$ cat src/cpu_pkg.sv
/*
 * Shared definitions for the SAP-1 style accumulator CPU
 * Data and address widths, the instruction opcodes, the six
 * sequencer steps and the internal bus driver selection
 */

`default_nettype none

package cpu_pkg;

    localparam int data_w = 8;  // Bus, registers and RAM words
    localparam int addr_w = 4;  // Operand nibble, PC and RAM index

    // High nibble of every instruction
    typedef enum logic [3:0] {
        NOP = 4'd0,
        LDA = 4'd1,   // Acc <- RAM[operand]
        ADD = 4'd2,   // Acc <- Acc + RAM[operand]
        SUB = 4'd3,   // Acc <- Acc - RAM[operand]
        STA = 4'd4,   // RAM[operand] <- Acc
        LDI = 4'd5,   // Acc <- operand
        JMP = 4'd6,
        JC  = 4'd7,   // Jump if carry (no borrow on SUB)
        JZ  = 4'd8,
        OUT = 4'd14,
        HLT = 4'd15
    } opcode_e;

    // Sequencer steps, T1 and T2 are the shared fetch
    typedef enum logic [2:0] {
        T1, T2, T3, T4, T5, T6
    } step_e;

    // Which peer owns the internal bus this cycle
    typedef enum logic [2:0] {
        NONE,         // Bus reads zero
        PC,
        RAM,
        IR_OPERAND,
        ACC,
        ALU
    } bus_src_e;

endpackage

`default_nettype wire

$ cat src/program_counter.sv
/*
 * Program counter
 * 4-bit instruction pointer, steps on pc_inc and takes the low
 * bus nibble on pc_load, wraps from 15 back to 0
 */

`timescale 1ns/10ps
`default_nettype none

module program_counter (
    input  wire                           clk,
    input  wire                           rst_n,
    input  wire                           pc_inc,    // Fetch step
    input  wire                           pc_load,   // Taken jump
    input  wire  [cpu_pkg::data_w-1:0]    bus,
    output logic [cpu_pkg::addr_w-1:0]    pc_value
);
    import cpu_pkg::*;

    always_ff @(posedge clk) begin
        if (!rst_n) begin
            pc_value <= '0;
        end else if (pc_load) begin
            pc_value <= bus[addr_w-1:0];  // Jump target is the operand nibble
        end else if (pc_inc) begin
            pc_value <= pc_value + 1'b1;  // Natural wrap at 4 bits
        end
    end

endmodule

`default_nettype wire

$ cat src/control_sequencer.sv
/*
 * Control sequencer
 * Fixed six-step ring T1..T6 with a decoder that turns the step
 * and the current opcode into bus selection and load strobes
 * T1/T2 fetch, T3..T6 execute, HLT freezes the ring until reset
 */

`timescale 1ns/10ps
`default_nettype none

module control_sequencer (
    input  wire                      clk,
    input  wire                      rst_n,
    input  wire                      prog_en,     // Loader owns RAM, CPU idles
    input  var  cpu_pkg::opcode_e    opcode,
    input  wire                      carry_flag,
    input  wire                      zero_flag,
    output cpu_pkg::bus_src_e        bus_src,
    output logic                     mar_load,
    output logic                     mdr_load,
    output logic                     ram_we,
    output logic                     ir_load,
    output logic                     pc_inc,
    output logic                     pc_load,
    output logic                     acc_load,
    output logic                     b_load,
    output logic                     out_load,
    output logic                     alu_sub,
    output logic                     flags_we,
    output logic                     halted
);
    import cpu_pkg::*;

    step_e step;
    step_e step_next;
    logic  run_q;    // One dead cycle after reset or a loader session
    logic  active;   // Strobes allowed this cycle

    assign active = run_q & ~prog_en & ~halted;

    always_comb begin
        case (step)
            T1:      step_next = T2;
            T2:      step_next = T3;
            T3:      step_next = T4;
            T4:      step_next = T5;
            T5:      step_next = T6;
            default: step_next = T1;  // T6 wraps to the next fetch
        endcase
    end

    always_ff @(posedge clk) begin
        if (!rst_n) begin
            step   <= T1;
            run_q  <= 1'b0;
            halted <= 1'b0;
        end else begin
            run_q <= ~prog_en;
            if (active && step == T3 && opcode == HLT)
                halted <= 1'b1;           // Sticky until reset
            if (!halted) begin
                if (prog_en)     step <= T1;
                else if (active) step <= step_next;
            end
        end
    end

    // Strobe decode
    always_comb begin
        bus_src  = NONE;
        mar_load = 1'b0;
        mdr_load = 1'b0;
        ram_we   = 1'b0;
        ir_load  = 1'b0;
        pc_inc   = 1'b0;
        pc_load  = 1'b0;
        acc_load = 1'b0;
        b_load   = 1'b0;
        out_load = 1'b0;
        alu_sub  = 1'b0;
        flags_we = 1'b0;
        if (active) begin
            case (step)
                T1: begin
                    bus_src  = PC;      // Address of next instruction
                    mar_load = 1'b1;
                end
                T2: begin
                    bus_src = RAM;
                    ir_load = 1'b1;
                    pc_inc  = 1'b1;
                end
                default: begin
                    case (opcode)
                        LDA, ADD, SUB, STA: begin
                            // Operand addresses RAM first
                            if (step == T3) begin
                                bus_src  = IR_OPERAND;
                                mar_load = 1'b1;
                            end else if (step == T4 && opcode == STA) begin
                                bus_src  = ACC;
                                mdr_load = 1'b1;
                            end else if (step == T4) begin
                                bus_src  = RAM;
                                acc_load = (opcode == LDA);
                                b_load   = (opcode != LDA);
                            end else if (step == T5 && opcode == STA) begin
                                ram_we = 1'b1;   // Write-data register into RAM
                            end else if (step == T5 && opcode != LDA) begin
                                bus_src  = ALU;
                                alu_sub  = (opcode == SUB);
                                acc_load = 1'b1;
                                flags_we = 1'b1;
                            end
                        end
                        LDI, JMP, JC, JZ: begin
                            if (step == T3) begin
                                bus_src  = IR_OPERAND;
                                acc_load = (opcode == LDI);
                                pc_load  = (opcode == JMP) |
                                           (opcode == JC && carry_flag) |
                                           (opcode == JZ && zero_flag);
                            end
                        end
                        OUT: begin
                            if (step == T3) begin
                                bus_src  = ACC;
                                out_load = 1'b1;
                            end
                        end
                        default: ;    // NOP, HLT and unused codes idle
                    endcase
                end
            endcase
        end
    end

endmodule

`default_nettype wire

$ cat src/alu.sv
/*
 * ALU
 * Combinational add or two's complement subtract of B from the
 * accumulator, with carry and zero flags held in registers
 */

`timescale 1ns/10ps
`default_nettype none

module alu (
    input  wire                          clk,
    input  wire                          rst_n,
    input  wire  [cpu_pkg::data_w-1:0]   acc_value,
    input  wire  [cpu_pkg::data_w-1:0]   b_value,
    input  wire                          alu_sub,   // 1 = Acc - B
    input  wire                          flags_we,
    output logic [cpu_pkg::data_w-1:0]   alu_result,
    output logic                         carry_flag,
    output logic                         zero_flag
);
    import cpu_pkg::*;

    logic [data_w:0]   sum_ext;   // Extra bit is the carry out
    logic [data_w-1:0] b_opnd;

    assign b_opnd     = alu_sub ? ~b_value : b_value;
    // Carry in of 1 completes the two's complement, carry out means A >= B
    assign sum_ext    = {1'b0, acc_value} + {1'b0, b_opnd} + {{data_w{1'b0}}, alu_sub};
    assign alu_result = sum_ext[data_w-1:0];

    always_ff @(posedge clk) begin
        if (!rst_n) begin
            carry_flag <= 1'b0;
            zero_flag  <= 1'b0;
        end else if (flags_we) begin
            carry_flag <= sum_ext[data_w];
            zero_flag  <= (alu_result == '0);
        end
    end

endmodule

`default_nettype wire

$ cat src/data_registers.sv
/*
 * Data registers
 * Accumulator, B, instruction and output registers, each loaded
 * from the internal bus on its own strobe
 * The instruction register splits into opcode and operand
 */

`timescale 1ns/10ps
`default_nettype none

module data_registers (
    input  wire                          clk,
    input  wire                          rst_n,
    input  wire  [cpu_pkg::data_w-1:0]   bus,
    input  wire                          ir_load,
    input  wire                          acc_load,
    input  wire                          b_load,
    input  wire                          out_load,
    output cpu_pkg::opcode_e             opcode,
    output logic [cpu_pkg::data_w-1:0]   ir_operand,
    output logic [cpu_pkg::data_w-1:0]   acc_value,
    output logic [cpu_pkg::data_w-1:0]   b_value,
    output logic [cpu_pkg::data_w-1:0]   out_value
);
    import cpu_pkg::*;

    logic [data_w-1:0] ir_q;

    assign opcode     = opcode_e'(ir_q[data_w-1:addr_w]);          // High nibble
    assign ir_operand = {{(data_w-addr_w){1'b0}}, ir_q[addr_w-1:0]};  // Zero extended

    // Instruction, accumulator and output start cleared
    always_ff @(posedge clk) begin
        if (!rst_n) begin
            ir_q      <= '0;     // Decodes as NOP
            acc_value <= '0;
            out_value <= '0;
        end else begin
            if (ir_load)  ir_q      <= bus;
            if (acc_load) acc_value <= bus;
            if (out_load) out_value <= bus;   // Only OUT moves the display
        end
    end

    // B holds the second ALU operand
    always_ff @(posedge clk) begin
        if (b_load) b_value <= bus;
    end

endmodule

`default_nettype wire

$ cat src/memory_unit.sv
/*
 * Memory unit
 * Memory-address register and write-data register in front of a
 * 16-byte RAM, asynchronous read and synchronous write on the
 * port granted by the bus arbiter
 */

`timescale 1ns/10ps
`default_nettype none

module memory_unit (
    input  wire                          clk,
    input  wire                          rst_n,
    input  wire  [cpu_pkg::data_w-1:0]   bus,
    input  wire                          mar_load,
    input  wire                          mdr_load,
    input  wire  [cpu_pkg::addr_w-1:0]   mem_addr_sel,    // Granted address
    input  wire  [cpu_pkg::data_w-1:0]   mem_wdata_sel,   // Granted write data
    input  wire                          mem_we_sel,      // Granted write enable
    output logic [cpu_pkg::addr_w-1:0]   mar_value,
    output logic [cpu_pkg::data_w-1:0]   mdr_value,
    output logic [cpu_pkg::data_w-1:0]   ram_rdata
);
    import cpu_pkg::*;

    localparam int depth = 1 << addr_w;   // 16 bytes

    logic [data_w-1:0] mem [depth];

    always_ff @(posedge clk) begin
        if (!rst_n) begin
            mar_value <= '0;
        end else if (mar_load) begin
            mar_value <= bus[addr_w-1:0];
        end
    end

    always_ff @(posedge clk) begin
        if (mdr_load) mdr_value <= bus;   // Accumulator on its way to RAM
    end

    // RAM array, cleared at reset
    always_ff @(posedge clk) begin
        if (!rst_n) begin
            for (int i = 0; i < depth; i++) mem[i] <= '0;
        end else if (mem_we_sel) begin
            mem[mem_addr_sel] <= mem_wdata_sel;
        end
    end

    assign ram_rdata = mem[mem_addr_sel];   // Asynchronous read

endmodule

`default_nettype wire

$ cat src/bus_arbiter.sv
/*
 * Bus arbiter
 * Picks the single driver of the internal bus and grants the RAM
 * port to the program loader while prog_en is high
 */

`timescale 1ns/10ps
`default_nettype none

module bus_arbiter (
    input  var  cpu_pkg::bus_src_e       bus_src,
    input  wire [cpu_pkg::addr_w-1:0]    pc_value,
    input  wire [cpu_pkg::data_w-1:0]    ram_rdata,
    input  wire [cpu_pkg::data_w-1:0]    ir_operand,
    input  wire [cpu_pkg::data_w-1:0]    acc_value,
    input  wire [cpu_pkg::data_w-1:0]    alu_result,
    input  wire                          prog_en,
    input  wire [cpu_pkg::addr_w-1:0]    prog_addr,
    input  wire [cpu_pkg::data_w-1:0]    prog_data,
    input  wire                          prog_we,
    input  wire [cpu_pkg::addr_w-1:0]    mar_value,
    input  wire [cpu_pkg::data_w-1:0]    mdr_value,
    input  wire                          ram_we,
    output logic [cpu_pkg::data_w-1:0]   bus,
    output logic [cpu_pkg::addr_w-1:0]   mem_addr_sel,
    output logic [cpu_pkg::data_w-1:0]   mem_wdata_sel,
    output logic                         mem_we_sel
);
    import cpu_pkg::*;

    // Driver mux
    always_comb begin
        case (bus_src)
            PC:         bus = {{(data_w-addr_w){1'b0}}, pc_value};
            RAM:        bus = ram_rdata;
            IR_OPERAND: bus = ir_operand;
            ACC:        bus = acc_value;
            ALU:        bus = alu_result;
            default:    bus = '0;          // NONE, idle bus
        endcase
    end

    // RAM port grant, loader wins outright
    assign mem_addr_sel  = prog_en ? prog_addr : mar_value;
    assign mem_wdata_sel = prog_en ? prog_data : mdr_value;
    assign mem_we_sel    = prog_en ? prog_we   : ram_we;

endmodule

`default_nettype wire

$ cat src/cpu_top.sv
/*
 * SAP-1 style CPU top level
 * Ties the sequencer, PC, ALU, registers and memory to the one
 * internal bus and exposes the loader port, output and halt
 */

`timescale 1ns/10ps
`default_nettype none

module cpu_top (
    input  wire                          clk,
    input  wire                          rst_n,
    input  wire                          prog_en,     // Loader session
    input  wire                          prog_we,
    input  wire  [cpu_pkg::addr_w-1:0]   prog_addr,
    input  wire  [cpu_pkg::data_w-1:0]   prog_data,
    output logic [cpu_pkg::data_w-1:0]   out_value,
    output logic                         halted
);
    import cpu_pkg::*;

    logic [data_w-1:0] bus;
    bus_src_e          bus_src;
    opcode_e           opcode;

    // Strobes from the sequencer
    logic mar_load, mdr_load, ram_we, ir_load, pc_inc, pc_load;
    logic acc_load, b_load, out_load, alu_sub, flags_we;

    logic              carry_flag, zero_flag;
    logic [addr_w-1:0] pc_value, mar_value, mem_addr_sel;
    logic [data_w-1:0] ram_rdata, ir_operand, acc_value, b_value, alu_result;
    logic [data_w-1:0] mdr_value, mem_wdata_sel;
    logic              mem_we_sel;

    control_sequencer seq_i (
        .clk, .rst_n, .prog_en, .opcode, .carry_flag, .zero_flag, .bus_src,
        .mar_load, .mdr_load, .ram_we, .ir_load, .pc_inc, .pc_load,
        .acc_load, .b_load, .out_load, .alu_sub, .flags_we, .halted
    );

    program_counter pc_i (
        .clk, .rst_n, .pc_inc, .pc_load, .bus, .pc_value
    );

    alu alu_i (
        .clk, .rst_n, .acc_value, .b_value, .alu_sub, .flags_we,
        .alu_result, .carry_flag, .zero_flag
    );

    data_registers regs_i (
        .clk, .rst_n, .bus, .ir_load, .acc_load, .b_load, .out_load,
        .opcode, .ir_operand, .acc_value, .b_value, .out_value
    );

    memory_unit mem_i (
        .clk, .rst_n, .bus, .mar_load, .mdr_load,
        .mem_addr_sel, .mem_wdata_sel, .mem_we_sel,
        .mar_value, .mdr_value, .ram_rdata
    );

    // Bus driver select and RAM port grant
    bus_arbiter arb_i (
        .bus_src, .pc_value, .ram_rdata, .ir_operand, .acc_value, .alu_result,
        .prog_en, .prog_addr, .prog_data, .prog_we,
        .mar_value, .mdr_value, .ram_we,
        .bus, .mem_addr_sel, .mem_wdata_sel, .mem_we_sel
    );

endmodule

`default_nettype wire

$ cat config.mk
export PLATFORM = sky130hd
export DESIGN_NAME = cpu_top
export DESIGN_NICKNAME = d
export VERILOG_FILES = /design/src/cpu_pkg.sv /design/src/program_counter.sv /design/src/control_sequencer.sv /design/src/alu.sv /design/src/data_registers.sv /design/src/memory_unit.sv /design/src/bus_arbiter.sv /design/src/cpu_top.sv
export SDC_FILE = /design/constraint.sdc
export NUM_CORES = 1
export LEC_CHECK = 0
export BUFFER_PORTS_ARGS = -buffer_cell sky130_fd_sc_hd__buf_2
export CAP_MARGIN = 20
export CELL_PAD_IN_SITES_DETAIL_PLACEMENT = 1
export CELL_PAD_IN_SITES_GLOBAL_PLACEMENT = 2
export CORE_MARGIN = 2
export CORE_UTILIZATION = 31
export CTS_CLUSTER_SIZE = 12
export DETAILED_ROUTE_END_ITERATION = 7
export GPL_TIMING_DRIVEN = 0
export PLACE_DENSITY = 0.66
export SYNTH_ARGS = -nofsm -noshare
export SYNTH_HDL_FRONTEND = slang
export SYNTH_HIERARCHICAL = 1
export SYNTH_SLANG_ARGS = --single-unit
export TNS_END_PERCENT = 20
$ cat constraint.sdc
create_clock -name clk -period 4.8 [get_ports clk]
set_input_delay 0.24 -clock clk [delete_from_list [all_inputs] [get_ports clk]]
set_output_delay 0.24 -clock clk [all_outputs]
set_load 0.005 [all_outputs]
## Word level (Yosys, flattened, before mapping)

Memories as Yosys holds them, arrays and structs flattened.
Index checks and enable logic that the tools add are counted.

- Flip-flop bits (word level): 55
- RAM bits: 128
- Memories kept: 1
- Output and inout port bits: 9

Memory list:

| memory | depth | width | read ports | clocked after Yosys merged registers in | write ports | RTL line | RTL |
|---|---|---|---|---|---|---|---|
| mem_i.mem | 16 | 8 | 1 | 0 | 16 | memory_unit.sv:28 | `logic [data_w-1:0] mem [depth];` |

- $add $sub $neg: 3
- Reductions and logical operators: 16
- Bitwise operators: 7
- Equal/unequal tests: 20
- Muxes and demuxes: 81

Operators with widths:

| kind | number |
|---|---|
| 2-to-1 mux 1 bit | 58 |
| one-hot mux 8 bit (5 select lines) | 1 |
| 2-to-1 mux 3 bit | 9 |
| 2-to-1 mux 8 bit | 3 |
| == test 4 x 3 -> 1 bit, second input constant | 4 |
| 2-to-1 mux 4 bit | 4 |
| one-hot mux 3 bit (5 select lines) | 1 |
| == test 3 x 2 -> 1 bit, second input constant | 4 |
| == test 4 bit, second input constant | 3 |
| adder 8 x 8 -> 9 bit | 1 |
| adder 9 x 1 -> 9 bit | 1 |
| == test 3 bit, second input constant | 3 |
| one-hot mux 3 bit (3 select lines) | 1 |
| == test 4 x 2 -> 1 bit, second input constant | 2 |
| zero test 8 bit | 1 |
| NOT 8 bit | 1 |
| OR reduction 4 bit | 2 |
| OR reduction 8 bit | 1 |
| logical AND 1 bit | 7 |
| == test 3 x 1 -> 1 bit, second input constant | 2 |
| one-hot mux 3 bit (2 select lines) | 1 |
| adder 4 x 1 -> 4 bit, second input constant | 1 |
| == test 4 x 1 -> 1 bit, second input constant | 1 |
| != test 4 x 1 -> 1 bit, second input constant | 1 |
| 9 further kinds | 14 |

## Depth between registers and ports, before layout

Gate-level depths: netlist (run 1).

- Depth after elaboration: 15
- Mapped depth: 18

## Cells and area by module

Netlist (run 1), hierarchy kept.

By module, submodules not included:

| module | instances | sequential area each (um^2) | area an instance (um^2) | cells an instance |
|---|---|---|---|---|
| memory_unit | 1 | 4,164.0 | 6,229.7 | 397 |
| data_registers | 1 | 720.7 | 1,188.6 | 90 |
| control_sequencer | 1 | 100.1 | 605.6 | 83 |
| alu | 1 | 40.0 | 596.8 | 71 |
| bus_arbiter | 1 | 0.0 | 445.4 | 54 |
| program_counter | 1 | 80.1 | 192.7 | 22 |

## Worst setup path before layout (run 1)

OpenSTA, ideal clock, no wires.

- Path kind: register -> register
- Start: reg seq_i.halted
- End: reg regs_i/acc_value[5] (netlist bit)
- Library setup time: 116 ps
- Period minus slack after synthesis: 3,461 ps
- Required time: 4,684 ps
- Stages on the path, launching flop included: 18
- Arrival time: 3,345 ps
- Setup slack: 1,339 ps
- Cell sequence: dfxtp_1 or3b_1 buf_2 nor2b_1 and2_1 buf_6 xor2_1 ha_1 and3_2 a221o_1 a21oi_2 xor2_1 inv_1 buf_4 mux2i_1 o22ai_1 mux2i_1 nor2b_1

- Cells in the longest elaborated chain, start to end: 7

RTL lines:

| item | RTL line | RTL |
|---|---|---|
| from (decl) | control_sequencer.sv:30 | `output logic halted` |
| from (signal assigned) | control_sequencer.sv:56 | `halted <= 1'b0;` |
| from (signal assigned) | control_sequencer.sv:60 | `halted <= 1'b1;` |
| NOT 1 bit * | control_sequencer.sv:39 | `assign active = run_q & ~prog_en & ~halted;` |
| AND 1 bit * | control_sequencer.sv:39 |  |
| 2-to-1 mux 1 bit * | control_sequencer.sv:82 | `if (active) begin` |
| via alu_sub | cpu_top.sv:28 | `logic acc_load, b_load, out_load, alu_sub, flags_we;` |
| 2-to-1 mux 8 bit | alu.sv:26 | `assign b_opnd = alu_sub ? ~b_value : b_value;` |
| adder 8 x 8 -> 9 bit | alu.sv:28 | `assign sum_ext = {1'b0, acc_value} + {1'b0, b_opnd} + {{data_w{1'b0}}, alu_sub};` |
| adder 9 x 1 -> 9 bit * | alu.sv:28 |  |
| via alu_i.sum_ext[5] | alu.sv:23 | `logic [data_w:0] sum_ext;` |
| one-hot mux 8 bit (5 select lines) * | bus_arbiter.sv:33 | `case (bus_src)` |
| via bus[5] | cpu_top.sv:22 | `logic [data_w-1:0] bus;` |
| to (signal assigned) | data_registers.sv:40 | `if (acc_load) acc_value <= bus;` |
| to (decl) | data_registers.sv:21 | `output logic [cpu_pkg::data_w-1:0] acc_value,` |

Mark *: on every way through the listed nets, which the timed path passes. The rest lies on a longest branch.
A chain may end at the register's enable or synchronous reset.

## Worst setup path in the final report (run 1)

- Start: reg regs_i.ir_q[6]
- End: reg regs_i.ir_q[5]

- Cells in the longest elaborated chain, start to end: 14

RTL lines:

| item | RTL line | RTL |
|---|---|---|
| from (decl) | data_registers.sv:27 | `logic [data_w-1:0] ir_q;` |
| from (signal assigned) | data_registers.sv:39 | `if (ir_load) ir_q <= bus;` |
| != test 4 x 1 -> 1 bit | control_sequencer.sv:109 | `end else if (step == T5 && opcode != LDA) begin` |
| logical AND 1 bit | control_sequencer.sv:109 |  |
| 2-to-1 mux 1 bit | control_sequencer.sv:109 |  |
| 2-to-1 mux 1 bit | control_sequencer.sv:107 | `end else if (step == T5 && opcode == STA) begin` |
| 2-to-1 mux 1 bit | control_sequencer.sv:103 | `end else if (step == T4) begin` |
| 2-to-1 mux 1 bit | control_sequencer.sv:100 | `end else if (step == T4 && opcode == STA) begin` |
| 2-to-1 mux 1 bit | control_sequencer.sv:97 | `if (step == T3) begin` |
| 2-to-1 mux 1 bit * | control_sequencer.sv:94 | `case (opcode)` |
| 2-to-1 mux 1 bit * | control_sequencer.sv:83 | `case (step)` |
| 2-to-1 mux 1 bit * | control_sequencer.sv:82 |  |
| via alu_sub | cpu_top.sv:28 |  |
| 2-to-1 mux 8 bit | alu.sv:26 |  |
| adder 8 x 8 -> 9 bit | alu.sv:28 |  |
| adder 9 x 1 -> 9 bit * | alu.sv:28 |  |
| via alu_i.sum_ext[5] | alu.sv:23 |  |
| one-hot mux 8 bit (5 select lines) * | bus_arbiter.sv:33 |  |
| via bus[5] | cpu_top.sv:22 |  |

Marks and branches as above.

==> results of run 1 <==
==> worst reg2reg max path, delay by kind of cell (launching register included) <==
family / cells / cell delay [ns]
xor+xnor: 2 / 0.34
flops: 1 / 0.34
compound gates: 3 / 1.07
mux: 2 / 0.24
buf+inv: 4 / 0.47
fa+ha+maj: 1 / 0.29
simple gates: 6 / 1.55
==> how the worst max path moves through the flow <==
stage / startpoint / to / slack [ns] / depth (start not counted)
global route: regs_i/ir_q[6]$_SDFFE_PN0P_ / regs_i/ir_q[5]$_SDFFE_PN0P_ / 0.06 / 18
detailed placement: prog_en / regs_i/acc_value[7]$_SDFFE_PN0P_ / 0.35 / 18
floorplan: seq_i/halted$_SDFFE_PN0P_ / regs_i/acc_value[5]$_SDFFE_PN0P_ / 1.34 / 17
CTS: regs_i/ir_q[6]$_SDFFE_PN0P_ / regs_i/acc_value[7]$_SDFFE_PN0P_ / 0.31 / 18
global placement: regs_i/ir_q[6]$_SDFFE_PN0P_ / regs_i/acc_value[7]$_SDFFE_PN0P_ / 0.36 / 18
finish: regs_i/ir_q[6]$_SDFFE_PN0P_ / regs_i/ir_q[5]$_SDFFE_PN0P_ / 0.45 / 18
==> metrics by stage <==
stage | std cells | area, sq um | setup WS, ns | utilization
after CTS | 1179 | 10600 | 0.310 | 0.358
after global placement | 1134 | 9880 | 0.363 | 0.334
after detailed placement | 1147 | 9970 | 0.346 | 0.337
after global routing | 1180 | 10600 | 0.0627 | 0.359
final | 1180 | 10600 | 0.445 | 0.359
after floorplan | 720 | 9270 | 1.34 | -
==> routing by layer <==
metal  vias to the layer above  global-route usage
met3                        41              0.0296
li1                       2745                   -
met4                         0              0.0665
met1                      3037               0.227
met2                       111               0.292
met5                         -                   0
==> kinds of logic after synthesis <==
| logic type | Yosys count | synth area share |
|---|---|---|
| mux | 85 | 0.137 |
| xor+xnor | 16 | 0.0151 |
| fa+ha+maj | 10 | 0.0143 |
| buf+inv | 59 | 0.0382 |
| other cells | 1 | 0.000405 |
| simple gates | 272 | 0.175 |
| compound gates | 91 | 0.0677 |
| flops | 183 | 0.551 |
==> Yosys cell counts, types with 2 or more instances <==
library cell and instances:
and2_1 133, mux4_2 32, clkbuf_1 14, buf_2 15, dfxtp_1 39, a21oi_1 14
or2_0 3, nor2_1 24, edfxtp_1 144, o21bai_1 3, mux2i_1 39, o211ai_1 2
inv_1 5, a211o_1 2, nor3_1 9, nand4_1 3, buf_4 16, nand4b_1 4
o21ai_0 22, nor2b_1 38, mux2_2 13, buf_6 7, o21a_1 2, a221oi_1 5
a22oi_1 18, nand2_1 21, a31oi_1 3, xor2_1 14, nand3_1 7, o22ai_1 2
nand2b_1 10, xnor2_1 2, nor4_1 3, ha_1 9
==> power by group <==
| group | total [mW] | switching [mW] | internal [mW] | leakage [nW] |
|---|---|---|---|---|
| sequential | 1.76 | 0.0128 | 1.74 | 1.77 |
| combinational | 0.240 | 0.151 | 0.0889 | 1.70 |
| clock | 1.46 | 0.742 | 0.715 | 0.294 |
| total | 3.45 | 0.905 | 2.55 | 3.76 |
==> flip-flops by register name, indices dropped and copies added (netlist names) <==
name / flops
pc_i/pc_value: 4
seq_i/step: 3
mem_i/mar_value: 4
seq_i/run_q: 1
regs_i/acc_value: 8
mem_i/mem: 128
alu_i/zero_flag: 1
regs_i/out_value: 8
seq_i/halted: 1
alu_i/carry_flag: 1
regs_i/ir_q: 8
regs_i/b_value: 8
mem_i/mdr_value: 8
==> timing repair <==
| item | CTS | global route |
|---|---|---|
| hold buffers | 0 | 0 |
| gates resized for setup | 0 | 1 |
| setup buffers | 0 | 0 |
| endpoints found under the setup margin | 0 | 1 |
==> layout make-up <==
class,count,area share
plain buffers,54,0.0316
clock buffers,17,0.0401
clock inverters,15,0.0179
inverters,5,0.00177
multi-input cells,478,0.360
flip-flops and latches,183,0.482
well taps,390,0.0460
repair buffers,38,0.0205
==> reports/results.ini, run 1 <==
[cells_and_area]
multi_input_comb_area_sq_um=3820
final_cell_mix=edfxtp_1 (144), and2_1 (133), buf_2 (42), mux2i_1 (39), dfxtp_1 (39)
drive_above_1_share=0.216
final_common_cell=edfxtp_1
regArea_sq_um=5100
nFillCells=3188
nets=803
syn_to_final_growth_pct=14.5
antenna_cells=0

[floorplan]
rows=63
die_area_sq_um=31300
boundaryPins=25
core_region_area_sq_um=29600
fp.dieH_um=177
initial_core_util=0.313
fp.dieW_um=177

[yosys]
yosysSeqAreaShare=0.551
synth_cell_types=74
synth_warnings=6
syn_area_per_cell_sq_um=12.9
synth_ff_type=edfxtp_1
synth_edf_count=144
synth_area_leaders=edfxtp_1 (47%), and2_1 (9.0%), dfxtp_1 (8.4%), mux4_2 (7.8%), mux2i_1 (4.2%)
synth-async-reset-ratio=0
ys_ff_latch=183
synthesis.area_sq_um=9260
synth_top_area_frac=0.467
synthCells=717
yosys.area.top_type=edfxtp_1

[clock_network]
cts_buffer_depth=2
clkLatencyLatePin_ns=0.45
htree_levels=4
numCtsBuffers=17
clkTransAtPathRegs_ns=0.08
cts_tree=done
clockRootBuffer=clkbuf_16
cts.sinks=183

[worst_setup_path]
worstPathMaxFanout=10
reg2reg_depth=18
critical_path_arrival_ns=4.73
cp_data_required_time_ns=5.18
crit_type=flip-flop to flip-flop
cp_top_family=simple AND/OR/NAND/NOR gates
cp.buffers_inverters=4
slowest_delay_ns=0.61
crit_chain=buf_6 -> nor2_1 -> and4_1 -> nor2b_1 -> and2_1 -> buf_6 -> xor2_1 -> ha_1 -> and3_2 -> a221o_1 -> a21oi_2 -> xor2_1 -> inv_1 -> buf_4 -> mux2i_1 -> o22ai_1 -> mux2i_1 -> nor2b_1
end_kind=flip-flop
start_kind=flip-flop
r2r-end=regs_i/ir_q[5]$_SDFFE_PN0P_
crit_path_top_delay_cell=o22ai_1
reg2reg_slack_ns=0.45
rr_startpoint=regs_i/ir_q[6]$_SDFFE_PN0P_

[global_routing]
grt_pass1_vias=6371
grtUsageTotal=0.175
grt_pass1_wl_um=39700
grt.overflow.total=0
grt_max_degree=25
antenna_found_initial=0

[route]
vias=5934
wl_um=25900
first_pass_iters=5
post_drt_wl_per_cell_um=22.0
wl_met1_um=11700
viasPerCell=5.03
dr.first_iter.drc_count=360
top_layer=met4
wl_met3_um=722
dr_wl_met2_um=12700
ant_nets=0
drc=0

[power_and_ir_drop]
ir_drop_uv=225
p_leak_nw=3.76
power_mw=3.45
p_per_area_nw_per_um2=326

[sta]
final_max_slew_viol_count=0
setup_viol=0
rsz0062_at_grt=false
hold_viol=0
fmax_mhz=230
worst_pin_slew_ns=1.04
slew_headroom=0.303
setup_tns_ns=0
timing.final.crit_share=0.907
min_period_ns=4.35
clock_skew_ns=0.0194
hold_slack_ns=0.0902

[min_path]
holdCritPathClass=input pin to flip-flop
hold_path_startpoint=prog_en
whs_path_depth=2
worstHoldEndpoint=seq_i/run_q$_SDFF_PN0_

[place]
post-dp-hpwl_um=18700
io_buffer_count=24
gp_congestion=0.833

[status]
status=finished, final reports clean

[flow_run]
max_cap_viol_count=0

Power figures use the tool's default switching activity.
==> inputs of run 2 (changes only) <==
--- a/config.mk
+++ b/config.mk
@@ -9,6 +9,7 @@
 export CAP_MARGIN = 20
 export CELL_PAD_IN_SITES_DETAIL_PLACEMENT = 1
 export CELL_PAD_IN_SITES_GLOBAL_PLACEMENT = 2
+export CORE_ASPECT_RATIO = 0.5
 export CORE_MARGIN = 2
 export CORE_UTILIZATION = 31
 export CTS_CLUSTER_SIZE = 12
==> reports/results.ini, run 2 (synthesis results as in run 1) <==
[power_and_ir_drop]
ir_drop_uv=310
p_leak_nw=3.73
p_switching_mw=0.801
p_sw_frac=0.243
seqPwrFrac=0.533
power_mw=3.30
p_per_area_nw_per_um2=314
internal_power_mw=2.50
combPwrFrac=0.071
pwr-share-clk=0.396

[route]
drc=0
wl_um=25100
post_drt_wl_per_cell_um=21.2
viasPerCell=4.95
vias=5852
dr.first_iter.drc_count=400
first_pass_iters=7
ant_nets=0

[cells_and_area]
final_cell_count_no_fill=1182
utilization=0.360
nets=804
drive_above_1_share=0.209
largest-register=mem_i/mem
largest_register_ffs=128
antenna_cells=0
final_common_cell=edfxtp_1
syn_to_final_growth_pct=13.5
design_area_sq_um=10500
final_cell_mix=edfxtp_1 (144), and2_1 (133), buf_2 (44), mux2i_1 (39), dfxtp_1 (39)
nFillCells=3112

[floorplan]
fp.dieH_um=126
die_area_sq_um=31400
rows=44
initial_core_util=0.317
fp.dieW_um=248
core_region_area_sq_um=29200
boundaryPins=25

[clock_network]
cts_hold_buffers=0
cts.sinks=183
cts_resized=0
clkTransAtPathRegs_ns=0.07
cts_buffer_depth=2
numCtsBuffers=17
htree_levels=4
clockRootBuffer=clkbuf_16
clkLatencyLatePin_ns=0.45
cts_setup_buffers=0
cts_tree=done

[sta]
timing.final.crit_share=0.913
final_max_slew_viol_count=0
min_period_ns=4.38
setup_tns_ns=0
clock_skew_ns=0.0214
slew_headroom=0.309
worst_pin_slew_ns=1.03
setup_ws_ns=0.416
fmax_mhz=228
hold_viol=0
setup_viol=0
rsz0062_at_grt=false
hold_slack_ns=0.101

[global_routing]
grt_pass1_vias=6319
antenna_found_initial=0
grt_max_degree=25
grt_pass1_wl_um=39100
grt.overflow.total=0
grtUsageTotal=0.168

[place]
dp.cells=1146
dp_slack_ns=0.346
post-dp-hpwl_um=18100
gp_congestion=0.821
place_area_sq_um=9950
io_buffer_count=24

[worst_setup_path]
crit_path_top_delay_cell=o22ai_1
end_kind=flip-flop
reg2reg_slack_ns=0.42
reg2reg_depth=18
crit_chain=buf_6 -> nor2_1 -> and4_1 -> nor2b_1 -> and2_1 -> buf_6 -> xor2_1 -> ha_1 -> and3_2 -> a221o_1 -> a21oi_2 -> xor2_1 -> inv_1 -> buf_4 -> mux2i_1 -> o22ai_1 -> mux2i_1 -> nor2b_1
cp_data_required_time_ns=5.18
r2r-end=regs_i/acc_value[5]$_SDFFE_PN0P_
crit_start=regs_i/ir_q[6]$_SDFFE_PN0P_
start_kind=flip-flop
slowest_delay_ns=0.63
cp.buffers_inverters=4
critical_path_arrival_ns=4.76
path_depth=18
rr_startpoint=regs_i/ir_q[6]$_SDFFE_PN0P_
cp_top_family=simple AND/OR/NAND/NOR gates
crit_type=flip-flop to flip-flop
cp-endpoint=regs_i/acc_value[5]$_SDFFE_PN0P_
worstPathMaxFanout=10

[min_path]
holdCritPathClass=input pin to flip-flop
whs_path_depth=2

[flow_run]
max_cap_viol_count=0

[status]
status=finished, final reports clean

==> run 2: cell count changes in the layout (fill, tap and decap cells not counted), moves of 2 or more <==
cell      delta
clkinv_8     -5
clkinv_1     +4
buf_2        +2
clkinv_2     +2
clkinv_4     +2
inv_12       -2
inv_8        -2
==> run 2: worst min path at each step <==
stage	to	slack, ns	start
2_1_floorplan	seq_i/run_q$_SDFF_PN0_	0.31	prog_en
6_report	seq_i/run_q$_SDFF_PN0_	0.10	prog_en
3_3_place_gp	seq_i/halted$_SDFFE_PN0P_	0.48	seq_i/halted$_SDFFE_PN0P_
5_1_grt	seq_i/run_q$_SDFF_PN0_	0.1	prog_en
4_1_cts	seq_i/run_q$_SDFF_PN0_	0.09	prog_en
3_5_place_dp	seq_i/halted$_SDFFE_PN0P_	0.51	seq_i/halted$_SDFFE_PN0P_
==> run 2: worst register-to-register path, delay by kind of cell, from the launching register on <==
kind / cells / cell delay [ns]
adders and majority gates: 1 / 0.30
AOI/OAI and AO/OA: 3 / 1.08
xor gates and xnor gates: 2 / 0.37
DFF: 1 / 0.34
muxes: 2 / 0.25
and+or+nand+nor: 6 / 1.47
buffers and inverters: 4 / 0.47
==> run 2: per-layer routing <==
| layer | part of all wire | GRT usage | up-vias |
|---|---|---|---|
| li1 | - | - | 2742 |
| met1 | 0.45 | 0.211 | 2999 |
| met2 | 0.50 | 0.292 | 84 |
| met3 | 0.033 | 0.0353 | 27 |
| met4 | 0.018 | 0.0525 | 0 |
| met5 | 0 | 0 | - |
==> run 2: area by class of cell <==
cell class                      instances  area [sq um]  share of cell area
Multi-Input combinational cell        478          3810               0.363
Clock inverter                         14          97.6             0.00929
Tap cell                              391           489              0.0466
Timing Repair Buffer                   39           220              0.0210
Inverter                                5          18.8             0.00179
Buffer                                 54           335              0.0319
Clock buffer                           18           429              0.0408
Sequential cell                       183          5100               0.486
==> run 2: power groups by stage <==
stage | logic [mW] | clock network, mW | registers, mW
after global routing | 0.255 | 1.41 | 1.76
final | 0.234 | 1.31 | 1.76
after floorplan | 0.143 | 0 | 1.79
after global placement | 0.227 | 0 | 1.79
after CTS | 0.235 | 1.34 | 1.76
after detailed placement | 0.234 | 0 | 1.79
